`src/verilog/soc_pkg.sv`:
```
// SoC package with the address map, register addresses, sizes and the flash configuration word
`default_nettype none

package soc_pkg;

	localparam int addr_w = 32;
	localparam int data_w = 32;
	localparam int strb_w = data_w / 8; // One strobe per byte lane

	localparam int ram_words = 256;
	localparam int ram_addr_w = $clog2(ram_words); // Word index into the RAM
	localparam int flash_addr_w = 24; // Byte offset inside the flash region

	// Region codes live in the top address byte
	localparam logic [7:0] region_ram = 8'h00;
	localparam logic [7:0] region_flash = 8'h01;
	localparam logic [7:0] region_regs = 8'h02;
	localparam logic [7:0] region_io = 8'h03; // This code and everything above goes off chip

	localparam logic [addr_w-1:0] reg_spi_cfg = 32'h0200_0000;
	localparam logic [addr_w-1:0] reg_uart_div = 32'h0200_0004;
	localparam logic [addr_w-1:0] reg_uart_dat = 32'h0200_0008;

	localparam logic [7:0] spi_read_cmd = 8'h03; // Plain single-bit read opcode

	localparam logic [data_w-1:0] uart_div_reset = 32'd64; // Clocks per bit after reset

	localparam logic [data_w-1:0] spi_cfg_reset = 32'h8000_0000; // Memory mode on
	localparam logic [data_w-1:0] spi_cfg_mask = 32'h8000_0131; // Bits that hold state

	// Flash configuration word, written raw through byte strobes and decoded by field
	typedef union packed {
		logic [data_w-1:0] raw;
		struct packed {
			logic mem_en; // Bit 31 selects the read engine over bit-bang
			logic [21:0] rsv_hi;
			logic bb_oe; // Bit 8
			logic [1:0] rsv_mid;
			logic bb_clk; // Bit 5
			logic bb_csb; // Bit 4
			logic [2:0] rsv_lo;
			logic bb_mosi; // Bit 0
		} f;
	} spi_cfg_u;

endpackage

`default_nettype wire

```
`src/verilog/mem_bus_fabric.sv`:
```
// Bus fabric that decodes the master address into block selects and returns ready and read data
`timescale 1ns/10ps
`default_nettype none

module mem_bus_fabric (
	input wire mem_valid,
	input wire [soc_pkg::addr_w-1:0] mem_addr,
	input wire [soc_pkg::data_w-1:0] mem_wdata,
	input wire [soc_pkg::strb_w-1:0] mem_wstrb,
	output logic mem_ready,
	output logic [soc_pkg::data_w-1:0] mem_rdata,

	output logic iomem_valid,
	input wire iomem_ready,
	output logic [soc_pkg::addr_w-1:0] iomem_addr,
	output logic [soc_pkg::data_w-1:0] iomem_wdata,
	output logic [soc_pkg::strb_w-1:0] iomem_wstrb,
	input wire [soc_pkg::data_w-1:0] iomem_rdata,

	output logic ram_valid,
	input wire ram_ready,
	input wire [soc_pkg::data_w-1:0] ram_rdata,
	output logic flash_valid,
	input wire flash_ready,
	input wire [soc_pkg::data_w-1:0] flash_rdata,
	output logic [soc_pkg::strb_w-1:0] spi_cfg_we,
	input wire [soc_pkg::data_w-1:0] spi_cfg_rdata,
	output logic [soc_pkg::strb_w-1:0] uart_div_we,
	input wire [soc_pkg::data_w-1:0] uart_div_rdata,
	output logic uart_dat_we,
	output logic uart_dat_re,
	input wire [soc_pkg::data_w-1:0] uart_dat_rdata,
	input wire uart_dat_wait
);
	import soc_pkg::*;

	logic [7:0] region;
	logic ram_sel, flash_sel, regs_sel, io_sel;
	logic cfg_sel, div_sel, dat_sel, unmapped_sel;
	logic is_read;

	assign region = mem_addr[addr_w-1:addr_w-8];
	assign is_read = (mem_wstrb == '0);

	assign ram_sel = mem_valid && (region == region_ram);
	assign flash_sel = mem_valid && (region == region_flash);
	assign regs_sel = mem_valid && (region == region_regs);
	assign io_sel = mem_valid && (region >= region_io);

	assign cfg_sel = regs_sel && (mem_addr == reg_spi_cfg);
	assign div_sel = regs_sel && (mem_addr == reg_uart_div);
	assign dat_sel = regs_sel && (mem_addr == reg_uart_dat);
	assign unmapped_sel = regs_sel && !cfg_sel && !div_sel && !dat_sel; // Completes with zero data

	assign ram_valid = ram_sel && !ram_ready; // Low in the response cycle so the RAM fires once
	assign flash_valid = flash_sel;

	assign spi_cfg_we = cfg_sel ? mem_wstrb : '0;
	assign uart_div_we = div_sel ? mem_wstrb : '0;
	assign uart_dat_we = dat_sel && mem_wstrb[0]; // Only the low byte carries a character
	assign uart_dat_re = dat_sel && is_read;

	// External I/O sees the master bus unchanged
	assign iomem_valid = io_sel;
	assign iomem_addr = mem_addr;
	assign iomem_wdata = mem_wdata;
	assign iomem_wstrb = mem_wstrb;

	assign mem_ready = (ram_sel && ram_ready) || (flash_sel && flash_ready) ||
		(io_sel && iomem_ready) || cfg_sel || div_sel || unmapped_sel ||
		(dat_sel && !uart_dat_wait);

	always_comb begin
		mem_rdata = '0;
		if (ram_sel)
			mem_rdata = ram_rdata;
		else if (flash_sel)
			mem_rdata = flash_rdata;
		else if (io_sel)
			mem_rdata = iomem_rdata;
		else if (cfg_sel)
			mem_rdata = spi_cfg_rdata;
		else if (div_sel)
			mem_rdata = uart_div_rdata;
		else if (dat_sel)
			mem_rdata = uart_dat_rdata;
	end

endmodule

`default_nettype wire

```
`config.mk`:
```
export PLATFORM = sky130hd
export DESIGN_NAME = mem_bus_fabric
export DESIGN_NICKNAME = d
export VERILOG_FILES = /design/src/verilog/soc_pkg.sv /design/src/verilog/mem_bus_fabric.sv
export SDC_FILE = /design/constraint.sdc
export NUM_CORES = 1
export LEC_CHECK = 0
export BUFFER_PORTS_ARGS = -buffer_cell sky130_fd_sc_hd__buf_2
export CORE_AREA = 5 5 143 145
export DETAILED_ROUTE_END_ITERATION = 8
export DIE_AREA = 0 0 148 150
export SYNTH_ARGS = -nofsm -noshare
export SYNTH_HDL_FRONTEND = slang
export SYNTH_SLANG_ARGS = --single-unit
```
`constraint.sdc`:
```
create_clock -name vclk -period 3.4
set_input_delay 0.34 -clock vclk [all_inputs]
set_output_delay 0.34 -clock vclk [all_outputs]
set_load 0.1 [all_outputs]
```
==> summary.txt <==
Floorplanning
  • Full die area: 22,200 um^2
  • Initial Utilization: 0.171
  • Die X: 148 um
  • Core ar.: 19,100 um^2
  • Row count: 51
  • Die height: 150 um
  • I/O pin cnt: 379

Detailed routing
  • Routed wl met3: 1330 um
  • Post-DRT Antenna Nets: 0
  • Pre-antenna DRT Iters: 4
  • Drt drc: 0
  • DRT met1 WL: 8350 um
  • Routed length per instance: 20.8 um
  • Vias: 4,776
  • Iter 0 DRT Violations: 328
  • Met2 Routed Length: 9690 um
  • Vias per cell: 5.04
  • Final WL: 19,700 um
  • Max layer used: met5

Setup path
  • Worst Path Required: 3.06 ns
  • Largest fanout on the critical path: 30
  • CP max-delay cell: a2111oi_0
  • Critical Path, Cell by Cell: buf_2 -> or4_4 -> a2111oi_0 -> o21ai_0 -> o22ai_2 -> buf_12
  • CP top delay family: compound AO/OA/AOI/OAI gates
  • WP buf/inv: 2
  • Worst Path Arrival: 2.74 ns
  • CP startpoint kind: primary input
  • Crit. End Element: output pin
  • Crit-path max cell delay: 0.85 ns
  • Crit Path Class: in -> out

STA
  • # setup viols final: 0
  • Slew @ Worst Pin: 0.908 ns
  • Pins Over Slew Limit: 0
  • Setup TNS: 0 ns
  • Min Clock Period, post-route: 3.08 ns
  • Worst slew margin: 0.379
  • Fin worst setup slack: 0.321 ns
  • Final worst path period share: 0.905
  • Max Clk Rate: 325 MHz
  • Final Hold Fails: 0
  • Unrepaired setup endpoints after global routing: no

Yosys
  • Post-synthesis average cell area: 6.68 um^2
  • Syn_nets: 754
  • YS warnings: 0
  • Syn Inst Count: 489
  • Syn Std Cell Area: 3270 um^2
  • Cell variety after synth: 39
  • Sequential area share after synthesis: 0

Power
  • Pwr Total: 0.000803 W
  • Cell Pwr Density: 156 nW/um^2
  • VDD IR max: 0.0000868 V
  • Static leakage: 2.27 nW

Layout
  • Syn-to-layout area delta: 57.2%
  • Antenna cells: 0
  • # clk buffers: 0
  • Commonest non-fill, non-tap cell in the layout: buf_2
  • FF+latch area: 0 um^2
  • Finished Cell Area: 5140 um^2
  • Layout net count: 976
  • Fraction of layout cells with a size suffix above 1: 0.560
  • Layout fillers: 2,098
  • Non-Filler Instances: 947
  • Seq cells: 0
  • Most frequent cells in the layout: buf_2 (295), a21boi_0 (52), o21ai_0 (39)

GRT
  • Total GRT Usage: 0.163
  • Total grt overflow: 0
  • Largest net degree at the start of global routing: 31
  • Initial antenna violation count: 3
  • Vias in the first global route: 4,807
  • First-pass GRT wire length: 28,200 um

Placed design
  • IO buf count: 315
  • Dpl ws: 0.309 ns
  • Cell area after placement: 5140 um^2
  • Cells after DPL: 947
  • GP Congestion: 0.869
  • Dpl hpwl: 16,100 um

Status
  • Status: complete, no violations

Clock tree
  • CTS resizes: 0
  • Hold-fix buffers at CTS: 0
  • Setup bufs post-CTS: 0

Min path
  • Min-Delay Path Class: in -> out

Flow run
  • Maxcap violations: 0
## area by class of cell
type               count  area, um^2  share of cell area
multi-input cells    341        2670               0.520
repair buffers       339        2060               0.400
well taps            238         298              0.0580
inverters             29         109              0.0212
## worst paths after layout
| path | start | to | slack (ns) | cells past startpoint |
|---|---|---|---|---|
| max | mem_addr[27] | mem_rdata[5] | 0.32 | 6 |
| min | mem_wdata[11] | iomem_wdata[11] | 0.68 | 0 |
## routing by layer
layer	up-vias	track usage
met5	-	0
met3	32	0.0230
met4	4	0.0309
met1	2237	0.215
met2	257	0.283
li1	2246	-
## Yosys cell counts, types with 2 or more instances
master	n	area, um^2
inv_1	29	109
nand3_1	2	10.0
nor4_4	2	42.5
mux2i_1	12	120
buf_6	2	22.5
a22o_1	6	52.6
o2bb2ai_1	6	52.6
a22oi_1	27	203
nor3_1	2	10.0
clkbuf_1	40	150
o22ai_1	27	169
nor4_1	6	37.5
buf_1	2	7.51
or4_1	3	22.5
nand2_1	3	11.3
and4_1	11	96.3
a2111oi_0	26	228
or4_4	3	33.8
o21ai_0	39	195
o211ai_1	16	120
o211ai_2	10	125
buf_4	70	526
nor2_1	31	116
nand2b_1	28	175
a32oi_1	6	52.6
nand4_1	6	37.5
a21boi_0	52	390
buf_2	5	25.0
nor2b_1	2	12.5
o21a_1	6	45.0
## where the power goes
group / leakage, nW / total (W) / internal (W) / switching (W)
combinational: 2.27 / 0.000803 / 0.000249 / 0.000554
sequential: 0 / 0 / 0 / 0
clock: 0 / 0 / 0 / 0
## cell families (layout without fill, tap and decap cells)
group	count (synthesis)	after routing	synth area share
AO/OA/AOI/OAI	223	223	0.504
multiplexers	12	12	0.0368
AND/OR/NAND/NOR	106	106	0.203
buffers and inverters	148	368	0.257
## per-stage QoR
stage / hold slack [ns] / utilization
after CTS: 0.681 / 0.269
final: 0.680 / 0.269
after global routing: 0.680 / 0.269
after global placement: 0.681 / 0.269
after floorplan: 0.866 / -
after detailed placement: 0.681 / 0.269
Note: power is estimated with default switching activity, not from simulation.
