===== config.mk =====
export PLATFORM = sky130hd
export DESIGN_NAME = uart_serial
export DESIGN_NICKNAME = d
export VERILOG_FILES = /design/src/verilog/soc_pkg.sv /design/src/verilog/uart_serial.sv
export SDC_FILE = /design/constraint.sdc
export NUM_CORES = 1
export LEC_CHECK = 0
export ABC_CLOCK_PERIOD_IN_PS = 4800
export BUFFER_PORTS_ARGS = -buffer_cell sky130_fd_sc_hd__buf_2
export CAP_MARGIN = 15
export CORE_MARGIN = 4
export CORE_UTILIZATION = 55
export DETAILED_ROUTE_END_ITERATION = 7
export GPL_ROUTABILITY_DRIVEN = 0
export GPL_TIMING_DRIVEN = 0
export PLACE_DENSITY_LB_ADDON = 0.08
export SYNTH_ARGS = -nofsm -noshare
export SYNTH_HDL_FRONTEND = slang
export SYNTH_SLANG_ARGS = --single-unit
export TNS_END_PERCENT = 30

===== constraint.sdc =====
create_clock -name clk -period 4.8 [get_ports clk]
set_input_delay 0.24 -clock clk [delete_from_list [all_inputs] [get_ports clk]]
set_output_delay 0.24 -clock clk [all_outputs]
set_load 0.02 [all_outputs]

===== src/verilog/soc_pkg.sv =====
// SoC package with the address map, register addresses, sizes and the flash configuration word
`default_nettype none

package soc_pkg;

	localparam int addr_w = 32;
	localparam int data_w = 32;
	localparam int strb_w = data_w / 8; // One strobe per byte lane

	localparam int ram_words = 256;
	localparam int ram_addr_w = $clog2(ram_words); // Word index into the RAM
	localparam int flash_addr_w = 24; // Byte offset inside the flash region

	// Region codes live in the top address byte
	localparam logic [7:0] region_ram = 8'h00;
	localparam logic [7:0] region_flash = 8'h01;
	localparam logic [7:0] region_regs = 8'h02;
	localparam logic [7:0] region_io = 8'h03; // This code and everything above goes off chip

	localparam logic [addr_w-1:0] reg_spi_cfg = 32'h0200_0000;
	localparam logic [addr_w-1:0] reg_uart_div = 32'h0200_0004;
	localparam logic [addr_w-1:0] reg_uart_dat = 32'h0200_0008;

	localparam logic [7:0] spi_read_cmd = 8'h03; // Plain single-bit read opcode

	localparam logic [data_w-1:0] uart_div_reset = 32'd64; // Clocks per bit after reset

	localparam logic [data_w-1:0] spi_cfg_reset = 32'h8000_0000; // Memory mode on
	localparam logic [data_w-1:0] spi_cfg_mask = 32'h8000_0131; // Bits that hold state

	// Flash configuration word, written raw through byte strobes and decoded by field
	typedef union packed {
		logic [data_w-1:0] raw;
		struct packed {
			logic mem_en; // Bit 31 selects the read engine over bit-bang
			logic [21:0] rsv_hi;
			logic bb_oe; // Bit 8
			logic [1:0] rsv_mid;
			logic bb_clk; // Bit 5
			logic bb_csb; // Bit 4
			logic [2:0] rsv_lo;
			logic bb_mosi; // Bit 0
		} f;
	} spi_cfg_u;

endpackage

`default_nettype wire


===== src/verilog/uart_serial.sv =====
// 8N1 UART with a programmable divider, transmit shifter and one-byte receive buffer
`timescale 1ns/10ps
`default_nettype none

module uart_serial (
	input wire clk,
	input wire rst_n,
	input wire [soc_pkg::strb_w-1:0] div_we,
	input wire [soc_pkg::data_w-1:0] div_wdata,
	output logic [soc_pkg::data_w-1:0] div_rdata,
	input wire dat_we,
	input wire dat_re,
	input wire [7:0] dat_wdata,
	output logic [soc_pkg::data_w-1:0] dat_rdata,
	output logic dat_wait,
	output logic ser_tx,
	input wire ser_rx
);
	import soc_pkg::*;

	logic [data_w-1:0] div; // Clocks per bit
	logic [9:0] tx_shift; // Stop, data, start from left to right
	logic [3:0] tx_bits; // Bits still to send
	logic [data_w-1:0] tx_divcnt;
	logic tx_busy;
	logic [1:0] rx_sync;
	logic rx_in;
	logic [3:0] rx_state; // 0 idle, 1 start, 2 to 9 data, 10 stop
	logic [data_w-1:0] rx_divcnt;
	logic [7:0] rx_shift;
	logic [7:0] rx_buf;
	logic rx_valid;
	logic rx_full_bit;

	always_ff @(posedge clk or negedge rst_n) begin
		if (!rst_n) begin
			div <= uart_div_reset;
		end else begin
			for (int i = 0; i < strb_w; i++) begin
				if (div_we[i])
					div[8*i +: 8] <= div_wdata[8*i +: 8];
			end
		end
	end

	assign div_rdata = div;
	assign tx_busy = (tx_bits != 4'd0);
	assign dat_wait = dat_we && tx_busy; // Hold the write until the shifter is free

	always_ff @(posedge clk or negedge rst_n) begin
		if (!rst_n) begin
			tx_shift <= '1; // Line idles high
			tx_bits <= '0;
			tx_divcnt <= '0;
		end else if (dat_we && !tx_busy) begin
			tx_shift <= {1'b1, dat_wdata, 1'b0};
			tx_bits <= 4'd10;
			tx_divcnt <= '0;
		end else if (tx_busy) begin
			if (tx_divcnt + 32'd1 >= div) begin
				tx_shift <= {1'b1, tx_shift[9:1]}; // LSB first
				tx_bits <= tx_bits - 4'd1;
				tx_divcnt <= '0;
			end else begin
				tx_divcnt <= tx_divcnt + 32'd1;
			end
		end
	end

	assign ser_tx = tx_shift[0];

	always_ff @(posedge clk or negedge rst_n) begin
		if (!rst_n)
			rx_sync <= 2'b11;
		else
			rx_sync <= {rx_sync[0], ser_rx};
	end

	assign rx_in = rx_sync[1];
	assign rx_full_bit = (rx_divcnt + 32'd1 >= div);

	// Start bit is checked at half a bit, every later sample lands mid-bit
	always_ff @(posedge clk or negedge rst_n) begin
		if (!rst_n) begin
			rx_state <= '0;
			rx_divcnt <= '0;
			rx_valid <= 1'b0;
		end else begin
			if (dat_re)
				rx_valid <= 1'b0;
			case (rx_state)
				4'd0: begin
					rx_divcnt <= '0;
					if (!rx_in)
						rx_state <= 4'd1;
				end
				4'd1: begin
					if (rx_divcnt + 32'd1 >= (div >> 1)) begin
						rx_state <= rx_in ? 4'd0 : 4'd2; // A glitch drops back to idle
						rx_divcnt <= '0;
					end else begin
						rx_divcnt <= rx_divcnt + 32'd1;
					end
				end
				4'd10: begin
					if (rx_full_bit) begin
						rx_state <= '0;
						if (rx_in)
							rx_valid <= 1'b1; // Good stop bit
					end else begin
						rx_divcnt <= rx_divcnt + 32'd1;
					end
				end
				default: begin
					if (rx_full_bit) begin
						rx_state <= rx_state + 4'd1;
						rx_divcnt <= '0;
					end else begin
						rx_divcnt <= rx_divcnt + 32'd1;
					end
				end
			endcase
		end
	end

	always_ff @(posedge clk) begin
		if (rx_state >= 4'd2 && rx_state <= 4'd9 && rx_full_bit)
			rx_shift <= {rx_in, rx_shift[7:1]};
		if (rx_state == 4'd10 && rx_full_bit && rx_in)
			rx_buf <= rx_shift;
	end

	assign dat_rdata = rx_valid ? {24'd0, rx_buf} : '1; // All ones when nothing is waiting

endmodule

`default_nettype wire


==> flow_metrics.env <==
export IMPL_syn_inst=979
export IMPL_worstPathCellList="nand4_1 > nor2_2 > and3_1 > buf_2 > nand4_1 > and2_1 > or2_2 > ha_1 > nand4_1 > nor4_4 > o21a_1 > o31ai_1 > and3_1 > buf_2 > or2_1 > o41ai_1"
export IMPL_grt_pass1_vias=7406
export IMPL_vias=7796
export IMPL_insertion_delay_ns=0.42
export IMPL_powerDensity_nw_per_um2=373.2
export IMPL_cp_data_required_time_ns=5.11
export IMPL_period_minus_slack_ns=4.524
export IMPL_clkSinkCount=132
export IMPL_worstMarginPinSlew_ns=0.7073
export IMPL_antenna_found_initial=0
export IMPL_fp_dieArea_um2=18650
export IMPL_synth_warnings=0
export IMPL_hold_path_end="div_rdata[3]"
export IMPL_fp_dieW_um=136.6
export IMPL_tns_ns=0
export IMPL_reg2reg_to="rx_state[3]"
export IMPL_leakage_nw=5.508
export IMPL_syn2layout_area_growth_pct=18.49
export IMPL_clk_pin_slew_ns=0.06
export IMPL_min_path_cells=3
export IMPL_drtIter0Drc=465
export IMPL_drt_antenna_violating_nets=0
export IMPL_rows=46
export IMPL_final_max_slew_viol_count=0
export IMPL_die_h_um=136.6
export IMPL_path_max_fanout=10
export IMPL_place_area_um2=9963
export IMPL_outcome="finished clean"
export IMPL_ys_types=64
export IMPL_cts_tree="built"
export IMPL_slew_headroom=0.5210
export IMPL_track_usage=0.2503
export IMPL_cp_slowest_cell="dfrtp_2"
export IMPL_n_antenna_cell=0
export IMPL_first_pass_iters=5
export IMPL_numCtsBuffers=17
export IMPL_grt_pass1_wl_um=37070
export IMPL_start_kind="register"
export IMPL_initial_core_util=0.5660
export IMPL_r2r_start="rx_divcnt[0]"
export IMPL_ir_drop_mv=0.3261
export IMPL_finish_instance_area_um2=10770
export IMPL_drv_cap=0
export IMPL_syn_nets=1131
export IMPL_syn_area_um2=9089
export IMPL_path_common_cell="nand4_1"
export IMPL_end_kind="register"
export IMPL_setup_viol=0
export IMPL_io_pins=115
export IMPL_ys_seq_elements=132
export IMPL_cts_path_max_buffers=2
export IMPL_yosysSeqAreaShare=0.3739
export IMPL_cts_root_buf="clkbuf_16"
export IMPL_nFillCells=1312
export IMPL_post_drt_wl_per_cell_um=16.65
export IMPL_routed_wirelength_um=22510
export IMPL_syn_avg_cell_area_um2=9.284
export IMPL_rr_worst_depth=16
export IMPL_worstPathArrival_ns=4.83
export IMPL_crit_type="reg -> reg"
export IMPL_synth_edff_count=16
export IMPL_rrSetupSlack_ns=0.28
export IMPL_async_flop_share=0.8788
export IMPL_htreeDepth=4
export IMPL_vias_per_cell=5.766
export IMPL_hpwl_um=17000
export IMPL_max_stage_delay_ns=0.44
export IMPL_hp_start="div_wdata[3]"
export IMPL_drc=0
export IMPL_nets=1275
export IMPL_port_buffers=114
export IMPL_yosys_most_used_dff="dfrtp_1"
export IMPL_min_path_type="in -> reg"
export IMPL_max_freq_ghz=0.2210
export IMPL_drive_above_1_share=0.2245
export IMPL_hold_viol=0
export IMPL_core_area_um2=16060
export IMPL_timing_final_crit_share=0.9426
export IMPL_grt_max_degree=64
export IMPL_fin_skew_ns=0.01122
export IMPL_grt_overflow=0
==> power breakdown <==
| group | leakage, nW | internal [mW] | switching [mW] |
|---|---|---|---|
| clock network | 0.299 | 0.882 | 0.476 |
| registers | 1.64 | 1.30 | 0.144 |
| logic | 3.57 | 0.490 | 0.729 |
| total | 5.51 | 2.67 | 1.35 |
==> worst max-delay path by stage <==
stage                        endpoint  slack [ns]          from
final                     rx_state[3]        0.28  rx_divcnt[0]
after global routing      rx_state[3]       -0.02  rx_divcnt[0]
after CTS                 rx_state[3]        0.03  rx_divcnt[0]
after detailed placement  rx_shift[0]       -0.61  rx_divcnt[0]
after global placement    rx_shift[0]       -0.46  rx_divcnt[0]
after floorplan           rx_shift[0]        0.57  rx_divcnt[0]
==> through the flow <==
step / hold slack, ns / worst slack, ns / total power [mW] / utilization / instances
2_1_floorplan: -0.05559 / 0.5658 / 2.276 / - / 979
3_3_place_gp: 0.3455 / -0.4572 / 2.607 / 0.6184 / 1309
6_report: 0.02550 / 0.2757 / 4.019 / 0.6706 / 1352
5_1_grt: 0.02753 / -0.02198 / 4.269 / 0.6706 / 1352
3_5_place_dp: 0.2227 / -0.6078 / 2.651 / 0.6205 / 1310
4_1_cts: 0.01788 / 0.03229 / 4.031 / 0.6643 / 1348
==> registers in the layout, indices dropped and copies added (netlist names) <==
register and cells:
rx_state 4, rx_sync 2, tx_bits 4, rx_shift 8
tx_divcnt 32, rx_valid 1, tx_shift 9, rx_buf 8
rx_divcnt 32, div_rdata 32
==> logic make-up (layout without fill, tap and decap cells) <==
| kind of cell | count (synthesis) | count (layout) | synth area share |
|---|---|---|---|
| AOI/OAI and AO/OA | 234 | 234 | 0.1805 |
| xor gates and xnor gates | 31 | 31 | 0.02987 |
| adders and majority gates | 103 | 103 | 0.1418 |
| buffers and inverters | 107 | 264 | 0.05562 |
| DFF | 132 | 132 | 0.3739 |
| muxes | 11 | 11 | 0.01280 |
| and+or+nand+nor | 361 | 361 | 0.2055 |
==> area by class of cell <==
| type | count | area (um^2) | area share |
|---|---|---|---|
| inverter | 56 | 210.2 | 0.01952 |
| timing repair buffer | 126 | 704.4 | 0.06541 |
| multi-input combinational | 740 | 5276 | 0.4899 |
| buffer | 50 | 297.8 | 0.02765 |
| clock inverter | 9 | 152.6 | 0.01417 |
| tap | 216 | 270.3 | 0.02510 |
| sequential | 132 | 3400 | 0.3157 |
| clock buffer | 23 | 457.9 | 0.04252 |
==> cell usage after synthesis (14+ instances only) <==
master	count	area share
a22o_1	22	0.021
inv_1	56	0.023
a21oi_1	35	0.019
a21o_1	28	0.023
edfxtp_1	16	0.053
nor3_1	25	0.014
o21ai_0	50	0.028
o22a_1	17	0.016
nor2_1	48	0.020
and2_1	14	0.0096
and3_1	18	0.012
clkbuf_1	16	0.0066
nand2_1	109	0.045
nand3_1	33	0.018
nand4_1	27	0.019
or2_2	29	0.020
buf_4	24	0.020
dfrtp_1	104	0.29
xnor2_1	20	0.019
ha_1	103	0.14
==> worst max-delay path, delay by kind of cell, from the launching register on <==
family | cells | cell delay (ns)
and+or+nand+nor | 10 | 2.63
buffers and inverters | 2 | 0.33
adders and majority gates | 1 | 0.34
AOI/OAI and AO/OA | 3 | 0.65
DFF | 1 | 0.44
==> per-layer routing <==
metal  track usage  vias up  share of wire
li1              -     3849              -
met1        0.3514     3696           0.48
met2        0.3949      219           0.45
met3       0.05441       32          0.057
met4       0.06439        0          0.016
met5             0        -              0
==> placed cells by master (no fill, tap or decap), types with 18 or more instances in the layout <==
master	instances
and3_1	18
o21ai_0	50
nand4_1	27
nor2_1	46
nand2_1	109
a21o_1	28
a21oi_1	34
buf_2	124
buf_4	30
a22o_1	22
xnor2_1	20
or2_2	29
nor3_1	24
inv_1	56
dfrtp_1	103
nand3_1	33
ha_1	103
==> timing repair <==
action,CTS,global route
pin swaps,2,4
buffers inserted,3,4
setup endpoints to repair,53,53
gates resized for setup,7,17
hold endpoints to repair,46,0
hold buffers,3,0
Power figures use the tool's default switching activity.
