## src/verilog/soc_pkg.sv

```systemverilog
// SoC package with the address map, register addresses, sizes and the flash configuration word
`default_nettype none

package soc_pkg;

	localparam int addr_w = 32;
	localparam int data_w = 32;
	localparam int strb_w = data_w / 8; // One strobe per byte lane

	localparam int ram_words = 256;
	localparam int ram_addr_w = $clog2(ram_words); // Word index into the RAM
	localparam int flash_addr_w = 24; // Byte offset inside the flash region

	// Region codes live in the top address byte
	localparam logic [7:0] region_ram = 8'h00;
	localparam logic [7:0] region_flash = 8'h01;
	localparam logic [7:0] region_regs = 8'h02;
	localparam logic [7:0] region_io = 8'h03; // This code and everything above goes off chip

	localparam logic [addr_w-1:0] reg_spi_cfg = 32'h0200_0000;
	localparam logic [addr_w-1:0] reg_uart_div = 32'h0200_0004;
	localparam logic [addr_w-1:0] reg_uart_dat = 32'h0200_0008;

	localparam logic [7:0] spi_read_cmd = 8'h03; // Plain single-bit read opcode

	localparam logic [data_w-1:0] uart_div_reset = 32'd64; // Clocks per bit after reset

	localparam logic [data_w-1:0] spi_cfg_reset = 32'h8000_0000; // Memory mode on
	localparam logic [data_w-1:0] spi_cfg_mask = 32'h8000_0131; // Bits that hold state

	// Flash configuration word, written raw through byte strobes and decoded by field
	typedef union packed {
		logic [data_w-1:0] raw;
		struct packed {
			logic mem_en; // Bit 31 selects the read engine over bit-bang
			logic [21:0] rsv_hi;
			logic bb_oe; // Bit 8
			logic [1:0] rsv_mid;
			logic bb_clk; // Bit 5
			logic bb_csb; // Bit 4
			logic [2:0] rsv_lo;
			logic bb_mosi; // Bit 0
		} f;
	} spi_cfg_u;

endpackage

`default_nettype wire

```

## src/verilog/spi_flash_reader.sv

```systemverilog
// Serial flash reader that turns bus reads into SPI read commands, with a bit-bang config register
`timescale 1ns/10ps
`default_nettype none

module spi_flash_reader (
	input wire clk,
	input wire rst_n,
	input wire valid,
	input wire [soc_pkg::flash_addr_w-1:0] addr,
	output logic ready,
	output logic [soc_pkg::data_w-1:0] rdata,
	input wire [soc_pkg::strb_w-1:0] cfg_we,
	input wire [soc_pkg::data_w-1:0] cfg_wdata,
	output logic [soc_pkg::data_w-1:0] cfg_rdata,
	output logic flash_csb,
	output logic flash_clk,
	output logic flash_mosi,
	input wire flash_miso
);
	import soc_pkg::*;

	spi_cfg_u cfg;
	spi_cfg_u cfg_next;
	logic busy; // A read transfer is on the pins
	logic spi_csb;
	logic spi_clk;
	logic [5:0] bit_cnt; // Rising edge number within the 64-bit frame
	logic [31:0] tx_shift;
	logic [31:0] rx_shift;
	logic start;
	logic advance;

	// Byte strobes merge into the current word, unused bits stay zero
	always_comb begin
		cfg_next = cfg;
		for (int i = 0; i < strb_w; i++) begin
			if (cfg_we[i])
				cfg_next.raw[8*i +: 8] = cfg_wdata[8*i +: 8];
		end
		cfg_next.raw = cfg_next.raw & spi_cfg_mask;
	end

	always_ff @(posedge clk or negedge rst_n) begin
		if (!rst_n)
			cfg.raw <= spi_cfg_reset;
		else
			cfg <= cfg_next;
	end

	assign cfg_rdata = cfg.raw;

	// No new read in the ready cycle, the master still holds the finished request
	assign start = !busy && !ready && valid && cfg.f.mem_en;
	assign advance = busy && cfg.f.mem_en; // Transfer freezes while bit-bang owns the pins

	always_ff @(posedge clk or negedge rst_n) begin
		if (!rst_n) begin
			busy <= 1'b0;
			ready <= 1'b0;
			spi_csb <= 1'b1;
			spi_clk <= 1'b0;
			bit_cnt <= '0;
		end else begin
			ready <= 1'b0;
			if (start) begin
				busy <= 1'b1;
				spi_csb <= 1'b0;
				bit_cnt <= '0;
			end else if (advance) begin
				spi_clk <= !spi_clk; // Half rate of clk
				if (spi_clk) begin
					if (bit_cnt == 6'd63) begin
						busy <= 1'b0;
						spi_csb <= 1'b1; // Deselect between reads
						ready <= 1'b1;
					end else begin
						bit_cnt <= bit_cnt + 6'd1;
					end
				end
			end
		end
	end

	// Command and address go out MSB first, mosi moves on the falling edge
	always_ff @(posedge clk) begin
		if (start)
			tx_shift <= {spi_read_cmd, addr};
		else if (advance && spi_clk)
			tx_shift <= {tx_shift[30:0], 1'b0};
	end

	// Data bits are taken on the rising edge during the last 32 clocks
	always_ff @(posedge clk) begin
		if (advance && !spi_clk && bit_cnt[5])
			rx_shift <= {rx_shift[30:0], flash_miso};
		if (advance && spi_clk && bit_cnt == 6'd63)
			rdata <= {rx_shift[7:0], rx_shift[15:8], rx_shift[23:16], rx_shift[31:24]};
	end

	assign flash_csb = cfg.f.mem_en ? spi_csb : cfg.f.bb_csb;
	assign flash_clk = cfg.f.mem_en ? spi_clk : cfg.f.bb_clk;
	assign flash_mosi = cfg.f.mem_en ? (!spi_csb && tx_shift[31]) : cfg.f.bb_mosi;

endmodule

`default_nettype wire

```

## config.mk

```make
export PLATFORM = sky130hd
export DESIGN_NAME = spi_flash_reader
export DESIGN_NICKNAME = d
export VERILOG_FILES = /design/src/verilog/soc_pkg.sv /design/src/verilog/spi_flash_reader.sv
export SDC_FILE = /design/constraint.sdc
export NUM_CORES = 1
export LEC_CHECK = 0
export BUFFER_PORTS_ARGS = -buffer_cell sky130_fd_sc_hd__buf_2
export CAP_MARGIN = 30
export CORE_ASPECT_RATIO = 0.8
export CORE_MARGIN = 4
export CORE_UTILIZATION = 50
export DETAILED_ROUTE_END_ITERATION = 6
export HOLD_SLACK_MARGIN = 0.12
export PLACE_DENSITY = 0.78
export SKIP_LAST_GASP = 1
export SYNTH_ARGS = -nofsm -noshare
export SYNTH_HDL_FRONTEND = slang
export SYNTH_SLANG_ARGS = --single-unit
export TNS_END_PERCENT = 50
```

## constraint.sdc

```tcl
create_clock -name clk -period 4.8 [get_ports clk]
set_input_delay 0 -clock clk [delete_from_list [all_inputs] [get_ports clk]]
set_output_delay 0 -clock clk [all_outputs]
set_load 0.02 [all_outputs]
```

==> results of run 1 <==
## per-stage QoR
stage                     utilization  cells  hold slack, ps  setup WS, ps
final                           0.641    522             166          2460
after global routing            0.641    522             173          2270
after CTS                       0.638    521             148          2400
after detailed placement        0.566    466           -72.8          2410
after global placement          0.566    466           -76.6          2440
after floorplan                     -    317            -296          1110
## worst max-delay path, stage by stage, from the launching register on
cell and delay [ps]:
dfstp_2 640, nand3_1 440, nor2_4 870
## timing repair
action,4_1_cts,5_1_grt
buffers inserted,0,0
resized for setup,0,0
hold buffers,39,0
hold endpoints to repair,45,0
## where the power goes
part	total, uW	switching, uW	internal (uW)
combinational	408	242	166
clock	517	317	200
sequential	1340	91.9	1250
## registers in the layout, summed over array words and instances (netlist names)
name	count
bit_cnt	6
busy	1
cfg_rdata	5
rdata	32
ready	1
rx_shift	32
spi_clk	1
spi_csb	1
tx_shift	32
## cell families after synthesis
| family | count (synthesis) | synth area share |
|---|---|---|
| other | 1 | 0.000898 |
| and+or+nand+nor | 112 | 0.116 |
| adders and majority gates | 1 | 0.00300 |
| muxes | 7 | 0.0186 |
| DFF | 111 | 0.762 |
| AOI/OAI and AO/OA | 16 | 0.0255 |
| xor gates and xnor gates | 2 | 0.00419 |
| buffers and inverters | 41 | 0.0704 |
## final cells by class
| type | count | area (um^2) | share of cell area |
|---|---|---|---|
| Sequential cell | 111 | 3180 | 0.619 |
| Timing Repair Buffer | 118 | 813 | 0.158 |
| Multi-Input combinational cell | 165 | 810 | 0.157 |
| Tap cell | 108 | 135 | 0.0263 |
| Clock buffer | 9 | 124 | 0.0241 |
| Clock inverter | 7 | 63.8 | 0.0124 |
| Inverter | 4 | 15.0 | 0.00292 |
## worst max-delay path by stage
stage,from,end,slack [ps],cells past startpoint
5_1_grt,cfg_rdata[31]$_DFFE_PN1P_,rdata[28]$_DFFE_PP_,2270,2
6_report,cfg_rdata[31]$_DFFE_PN1P_,rdata[14]$_DFFE_PP_,2460,2
2_1_floorplan,cfg_rdata[31]$_DFFE_PN1P_,rx_shift[0]$_DFFE_PP_,1110,3
3_5_place_dp,cfg_rdata[31]$_DFFE_PN1P_,tx_shift[5]$_DFFE_PP_,2410,2
4_1_cts,cfg_rdata[31]$_DFFE_PN1P_,tx_shift[3]$_DFFE_PP_,2400,2
3_3_place_gp,cfg_rdata[31]$_DFFE_PN1P_,rdata[19]$_DFFE_PP_,2440,2
## routing by layer
layer,global-route usage,share of wire
met1,0.192,0.42
met2,0.230,0.50
met3,0.0480,0.068
met4,0.0533,0.018
met5,0,0
## cell usage after synthesis, types with 3 or more instances
cell      count
o21ai_0       3
nor2_1        3
dfxtp_1       8
dfrtp_1      13
mux2_2        6
a21oi_1       8
nand2_1      92
buf_4        30
edfxtp_1     88
inv_1         4
nand3_1       6
==> results.cfg, run 1 <==
[status]
outcome = finished, final reports clean

[cts]
clock-sinks = 111
clk_pin_slew_ps = 100
cts_tree = done
ctsHtreeMaxLevel = 3
clock_tree.buffer_depth = 2
clk_root_buffer_cell = clkbuf_8
insertion_delay_ps = 370
cts_made_buffers = 9

[timing]
achievable-frequency_mhz = 428
grt_setup_unrepaired = false
final-setup-viol-count = 0
slew-limit-headroom = 0.397
fin_tns_setup_ps = 0
post-route-period-util = 0.486
timing.final.crit_period_ps = 2340
transition_at_the_pin_with_the_smallest_max_transition_slack_ps = 903
final_hold_viol_count = 0
worst_clock_skew_ps = 11.3
drv_slew = 0

[grt]
number_of_antenna_violations_at_the_first_check_in_global_routing = 0
grt_first_pass_wirelength_mm = 11.1
globalRouteTotalUtil = 0.147
grt_overflow_total = 0
grt_max_degree = 35
via_count_of_the_first_global_routing_pass = 2278

[placement]
port_buffers = 76
placedInstanceArea_mm2 = 0.00454
place.gp.congestion = 0.801
detailed_placement_hpwl_mm = 4.24

[pwr]
static_leakage_power_uw = 0.00209
p_total_uw = 2260
vdd.ir_drop.worst_uv = 233
cellPowerDensity_mw_per_mm2 = 440

[yosys]
synthesis.area_per_instance_um2 = 14.4
synthDistinctLibCells = 35
yosys.area.top_type = edfxtp_1
postSynthRegisterBits = 111
synthesis.instances = 291
yosysTopAreaCellShare = 0.633
yosys_warnings = 0
portion_of_the_post_synthesis_area_used_by_sequential_elements = 0.762
synth_ff_type = edfxtp_1
syn-cell-area_mm2 = 0.00418
async_flop_share = 0.135
post_synth_main_area_contributors = edfxtp_1, nand2_1, dfrtp_1
synth-edff-count = 88

[die]
die_w_um = 110
floorplan.initialDensity = 0.521
core_area_mm2 = 0.00802
io_pins = 132
die-height_um = 89.7
die_area_mm2 = 0.00989
placementRows = 29

[hold_path]
hold-path-endpoint = spi_csb$_DFFE_PN1P_
hold_path_class = primary input to flop
worst_hold_path_cell_count = 4
min_from = valid

[setup_path]
worstPathRequired_ps = 4800
worstReg2RegStart = cfg_rdata[31]$_DFFE_PN1P_
signal_arrival_time_at_the_worst_endpoint_ps = 2340
critical_path_peak_fanout = 34
critical_path.reg2reg.endpoint = rdata[14]$_DFFE_PP_
reg2reg_setup_slack_ps = 2460
timing.critical_path.to_type = flop
crit_path_start_kind = flop
worst-setup-path-type = flop to flop
reg2regPathDepth = 2

[route]
via_total_after_detailed_routing = 2434
detail_route.drc_violations = 0
routed_wirelength_mm = 6.98
number_of_search_and_repair_iterations_in_the_first_detailed_routing_pass = 4
routedWlPerCell_um = 13.4
dr.first_iter.drc_count = 107
average_via_count_per_standard_cell = 4.66
route.antenna.remaining_nets = 0

[run]
cap_violations = 0

[finish]
mostFrequentLayoutCells = nand2_1, edfxtp_1, buf_2
design_area_mm2 = 0.00514
final_net_count = 474
syn_to_final_growth_pct = 23.1
num_antenna_cells = 0
final_layout_size_suffix_gt1_frac = 0.261
layout_commonest_cell = nand2_1
final.fill_count = 570
(Power assumes the default switching activity.)
==> run 2: changes to the inputs <==
CORE_UTILIZATION = 45   (was 50)
PLACE_DENSITY = 0.74   (was 0.78)
clock period = 2.1 ns   (was 4.8 ns; I/O delays follow)
==> run 2 against run 1 <==
  * Global-route usage down 0.15 points
  * Total power is 150% higher
  * Sequential share of layout area decreased by 1.7 points
  * Register-to-register slack lost 2100 ps
  * Clock power rose to 3.2 times the previous value
  * Flip-flop and latch count is the same
  * Clock-buffer cell count up 1
  * Hold slack lost 17 ps
  * Fmax up 36%
  * Core utilization is 5.6 points lower
  * Die area rose by 10%
  * Largest power group unchanged
==> results.cfg, run 2 (same netlist as run 1, synthesis figures left out) <==
[placement]
place.gp.congestion = 0.771
port_buffers = 76
detailed_placement_hpwl_mm = 4.62
dp_slack_ps = 392

[route]
via_total_after_detailed_routing = 2427
average_via_count_per_standard_cell = 4.56
routed_wirelength_mm = 7.54
dr.first_iter.drc_count = 124
number_of_search_and_repair_iterations_in_the_first_detailed_routing_pass = 4
routedWlPerCell_um = 14.2
route.antenna.remaining_nets = 0
detail_route.drc_violations = 0

[grt]
grt_first_pass_wirelength_mm = 12.0
globalRouteTotalUtil = 0.146
number_of_antenna_violations_at_the_first_check_in_global_routing = 0
via_count_of_the_first_global_routing_pass = 2395
grt_overflow_total = 0
grt_max_degree = 35

[setup_path]
timing.critical_path.to_type = flop
worst-setup-path-type = flop to flop
worstPathRequired_ps = 2120
crit_path_start_kind = flop
worst_path_max_delay_cell = dfstp_2
signal_arrival_time_at_the_worst_endpoint_ps = 1740
timing.critical_path.cells = nand3_1 -> nand2_1 -> buf_4
reg2reg_setup_slack_ps = 380
slowest_delay_ps = 640
critical_path_peak_fanout = 24

[timing]
achievable-frequency_mhz = 582
slew-limit-headroom = 0.587
transition_at_the_pin_with_the_smallest_max_transition_slack_ps = 617
worst_clock_skew_ps = 6.14
final-setup-viol-count = 0
post-route-period-util = 0.819
setup_slack_ps = 381
drv_slew = 0
grt_setup_unrepaired = false
fin_tns_setup_ps = 0
final_hold_viol_count = 0
timing.final.crit_period_ps = 1720

[finish]
largestRegisters = rdata (32), rx_shift (32), tx_shift (32)
final_net_count = 477
num_antenna_cells = 0
layout_commonest_cell = nand2_1
final_layout_size_suffix_gt1_frac = 0.271
mostFrequentLayoutCells = nand2_1, edfxtp_1, buf_2
syn_to_final_growth_pct = 26.5

[run]
cap_violations = 0

[die]
io_pins = 132
core_area_mm2 = 0.00904
die_w_um = 116
placementRows = 31
die-height_um = 94.2
floorplan.initialDensity = 0.462
die_area_mm2 = 0.0109

[cts]
ctsHtreeMaxLevel = 3
clk_root_buffer_cell = clkbuf_16
clock_tree.buffer_depth = 2
clk_pin_slew_ps = 70
insertion_delay_ps = 340
cts_made_buffers = 9
clock-sinks = 111
cts.repair_timing.setup_buffer_count = 0
cts_tree = done
post_cts.resized_instances = 0

[pwr]
clkPwrFrac = 0.291
sw_frac_of_total = 0.279
power.switching_uw = 1570
static_leakage_power_uw = 0.00216
cellPowerDensity_mw_per_mm2 = 1070
vdd.ir_drop.worst_uv = 495
internal_power_uw = 4060
share_comb_of_total_power = 0.165
seq_power_share = 0.544

[hold_path]
hold_path_class = primary input to async pin

[status]
outcome = finished, final reports clean
==> run 2: changes by cell type in the layout (fill, tap and decap cells not counted), sizes merged <==
cell	before	now
buf	79	83
clkinv	3	1
clkbuf	9	10
dlygate4sd3	39	38
inv	8	9
==> run 2: metrics by stage <==
stage / hold slack, ps / cells / total power (uW) / utilization / cell area (um^2)
finish: 149 / 532 / 5630 / 0.585 / 5290
global route: 152 / 532 / 5960 / 0.585 / 5290
CTS: 145 / 532 / 5690 / 0.585 / 5290
detailed placement: -76.9 / 478 / 3980 / 0.511 / 4620
global placement: -76.2 / 478 / 3910 / 0.511 / 4620
floorplan: -296 / 317 / 3760 / - / 4290
==> run 2: cell type report <==
class | instances | area, um^2
fill | 728 | 3750
sequential | 111 | 3180
timing repair buffer | 121 | 838
multi-input combinational | 165 | 818
clock buffer | 10 | 229
tap | 115 | 144
clock inverter | 6 | 60.1
inverter | 4 | 15.0
==> run 2: power by group through the flow <==
stage          registers [uW]  clock network [uW]  logic, uW
2_1_floorplan            3060                   0        701
3_3_place_gp             3090                   0        825
3_5_place_dp             3110                   0        871
4_1_cts                  3060                1700        931
5_1_grt                  3100                1800       1060
6_report                 3060                1640        931
==> run 2: timing repair <==
item	4_1_cts	5_1_grt
hold buffers	38	0
hold endpoints to repair	45	0
setup endpoints to repair	0	0
==> run 2: worst paths after layout <==
path                                            from                   endpoint  cells past startpoint
min in group clk                               valid  tx_shift[25]$_SDFFE_PP1P_                      4
max in group asynchronous                      rst_n     bit_cnt[5]$_DFFE_PN0P_                      3
min reg2reg                   rx_shift[31]$_DFFE_PP_         rdata[7]$_DFFE_PP_                      0
max                        cfg_rdata[31]$_DFFE_PN1P_     tx_shift[20]$_DFFE_PP_                      3
max reg2reg                cfg_rdata[31]$_DFFE_PN1P_     tx_shift[20]$_DFFE_PP_                      3
min                                            rst_n  cfg_rdata[31]$_DFFE_PN1P_                      2
==> run 2: critical path: cells and delay by family (launching register included) <==
| family | cells | cell delay (ps) |
|---|---|---|
| and+or+nand+nor | 2 | 420 |
| buffers and inverters | 1 | 320 |
| DFF | 1 | 640 |
==> run 2: per-layer routing <==
metal / track usage / part of all wire / vias up
li1: - / - / 1197
met1: 0.188 / 0.45 / 1134
met2: 0.227 / 0.47 / 86
met3: 0.0592 / 0.066 / 10
met4: 0.0425 / 0.012 / 0
met5: 0 / 0 / -
==> run 3: changes to the inputs <==
CORE_UTILIZATION = 50   (was 45)
PLACE_DENSITY = 0.78   (was 0.74)
clock period = 1.7 ns   (was 2.1 ns; I/O delays follow)
==> run 3 against run 2 <==
  * Total power grew 16%
  * Critical endpoint is now cfg_rdata[0]$_DFFE_PN0P_
  * Clock skew up 8.5 ps
  * Global-route usage increased by 0.47 points
  * Largest cell class unchanged
  * Die area down 9.2%
  * Hold slack improved by 210 ps
==> results.cfg, run 3 (same netlist as run 1, synthesis figures left out) <==
[die]
placementRows = 29
die_w_um = 110
io_pins = 132
core_area_mm2 = 0.00802
die-height_um = 89.7
die_area_mm2 = 0.00989
floorplan.initialDensity = 0.521

[cts]
clock-sinks = 111
clk_pin_slew_ps = 110
clk_root_buffer_cell = clkbuf_8
clock_tree.buffer_depth = 2
cts_tree = done
cts_made_buffers = 9
ctsHtreeMaxLevel = 3
insertion_delay_ps = 370

[finish]
final_layout_size_suffix_gt1_frac = 0.283
num_antenna_cells = 0
final.fill_count = 577
final_net_count = 484
mostFrequentLayoutCells = nand2_1, edfxtp_1, buf_2
syn_to_final_growth_pct = 26.8
largestRegisters = rdata (32), rx_shift (32), tx_shift (32)
design_area_mm2 = 0.00530
multi_input_logic_area_um2 = 828
regArea_mm2 = 0.00318
layout_commonest_cell = nand2_1

[route]
routed_wirelength_mm = 7.18
dr.first_iter.drc_count = 96
via_total_after_detailed_routing = 2467
route.antenna.remaining_nets = 0
average_via_count_per_standard_cell = 4.64
dr.max_layer_used = met4
routedWlPerCell_um = 13.5
detailroute.wirelength.met3_um = 513
number_of_search_and_repair_iterations_in_the_first_detailed_routing_pass = 4
detail_route.drc_violations = 0
wirelength_met1_mm = 3.02
met2RoutedLength_mm = 3.55

[timing]
final-setup-viol-count = 0
achievable-frequency_mhz = 609
worst_clock_skew_ps = 14.7
drv_slew = 0
final_hold_viol_count = 0
setup_slack_ps = 57.6
grt_setup_unrepaired = false
slew-limit-headroom = 0.583
timing.final.crit_period_ps = 1640
post-route-period-util = 0.966
transition_at_the_pin_with_the_smallest_max_transition_slack_ps = 624

[setup_path]
worst-setup-path-type = primary input to flop
reg2reg_setup_slack_ps = 120
timing.critical_path.to_type = flop
critical_path_peak_fanout = 1
crit_path_start_kind = primary input
signal_arrival_time_at_the_worst_endpoint_ps = 1910
worstPathRequired_ps = 1970

[grt]
via_count_of_the_first_global_routing_pass = 2419
globalRouteTotalUtil = 0.150
grt_max_degree = 35
grt_overflow_total = 0
number_of_antenna_violations_at_the_first_check_in_global_routing = 0
grt_first_pass_wirelength_mm = 11.6

[hold_path]
hold_path_class = primary input to flop

[placement]
port_buffers = 76
placedInstanceArea_mm2 = 0.00465
place.gp.congestion = 0.760
dp_slack_ps = 46.1
detailed_placement_hpwl_mm = 4.44

[pwr]
vdd.ir_drop.worst_uv = 753
cellPowerDensity_mw_per_mm2 = 1240
static_leakage_power_uw = 0.00216

[status]
outcome = finished, final reports clean

[run]
cap_violations = 0
-- run 3: area by class of cell --
class                      count  area share
clock buffer                   9      0.0234
clock inverter                 7      0.0151
inverter                       4     0.00283
multi-input combinational    165       0.156
sequential                   111       0.601
tap                          108      0.0255
timing repair buffer         128       0.176
-- run 3: report_power, final --
group	leakage [uW]	internal (uW)	switching, uW
registers	0.00105	3520	266
logic	0.00101	533	699
clock network	0.0000998	588	942
-- run 3: critical path: stages --
cell	delay [ps]
dlygate4sd3_1	550
buf_2	120
nand2_1	50
dlygate4sd3_1	550
o21ai_0	80
dlygate4sd3_1	560
-- run 3: metrics by stage --
stage                     TNS [ps]  total power [uW]  hold WS, ps  cells   util
after CTS                        0              6580          338    529  0.655
after global placement           0              4910        -77.6    473  0.580
final                            0              6540          358    532  0.660
after detailed placement         0              4970        -76.9    473  0.580
after floorplan             -25480              4650         -296    317      -
after global routing             0              6910          361    532  0.660
-- run 3: final timing paths --
check | to | start | cells past startpoint
max | cfg_rdata[0]$_DFFE_PN0P_ | cfg_wdata[0] | 6
min | rx_shift[0]$_DFFE_PP_ | flash_miso | 2
max reg2reg | rdata[28]$_DFFE_PP_ | cfg_rdata[31]$_DFFE_PN1P_ | 4
min reg2reg | rx_shift[6]$_DFFE_PP_ | rx_shift[5]$_DFFE_PP_ | 0
max in group asynchronous | bit_cnt[3]$_DFFE_PN0P_ | rst_n | 3
min in group asynchronous | cfg_rdata[31]$_DFFE_PN1P_ | rst_n | 3
-- run 3: routing by layer --
layer | GRT usage | up-vias
met5 | 0 | -
met4 | 0.0400 | 0
met3 | 0.0530 | 13
met2 | 0.241 | 82
met1 | 0.195 | 1164
li1 | - | 1208
-- run 3: timing repair --
item                                   4_1_cts  5_1_grt
setup buffers                                0        3
endpoints found under the hold margin       46        0
resized for setup                            0        1
hold buffers                                40        0
setup endpoints to repair                    0       77
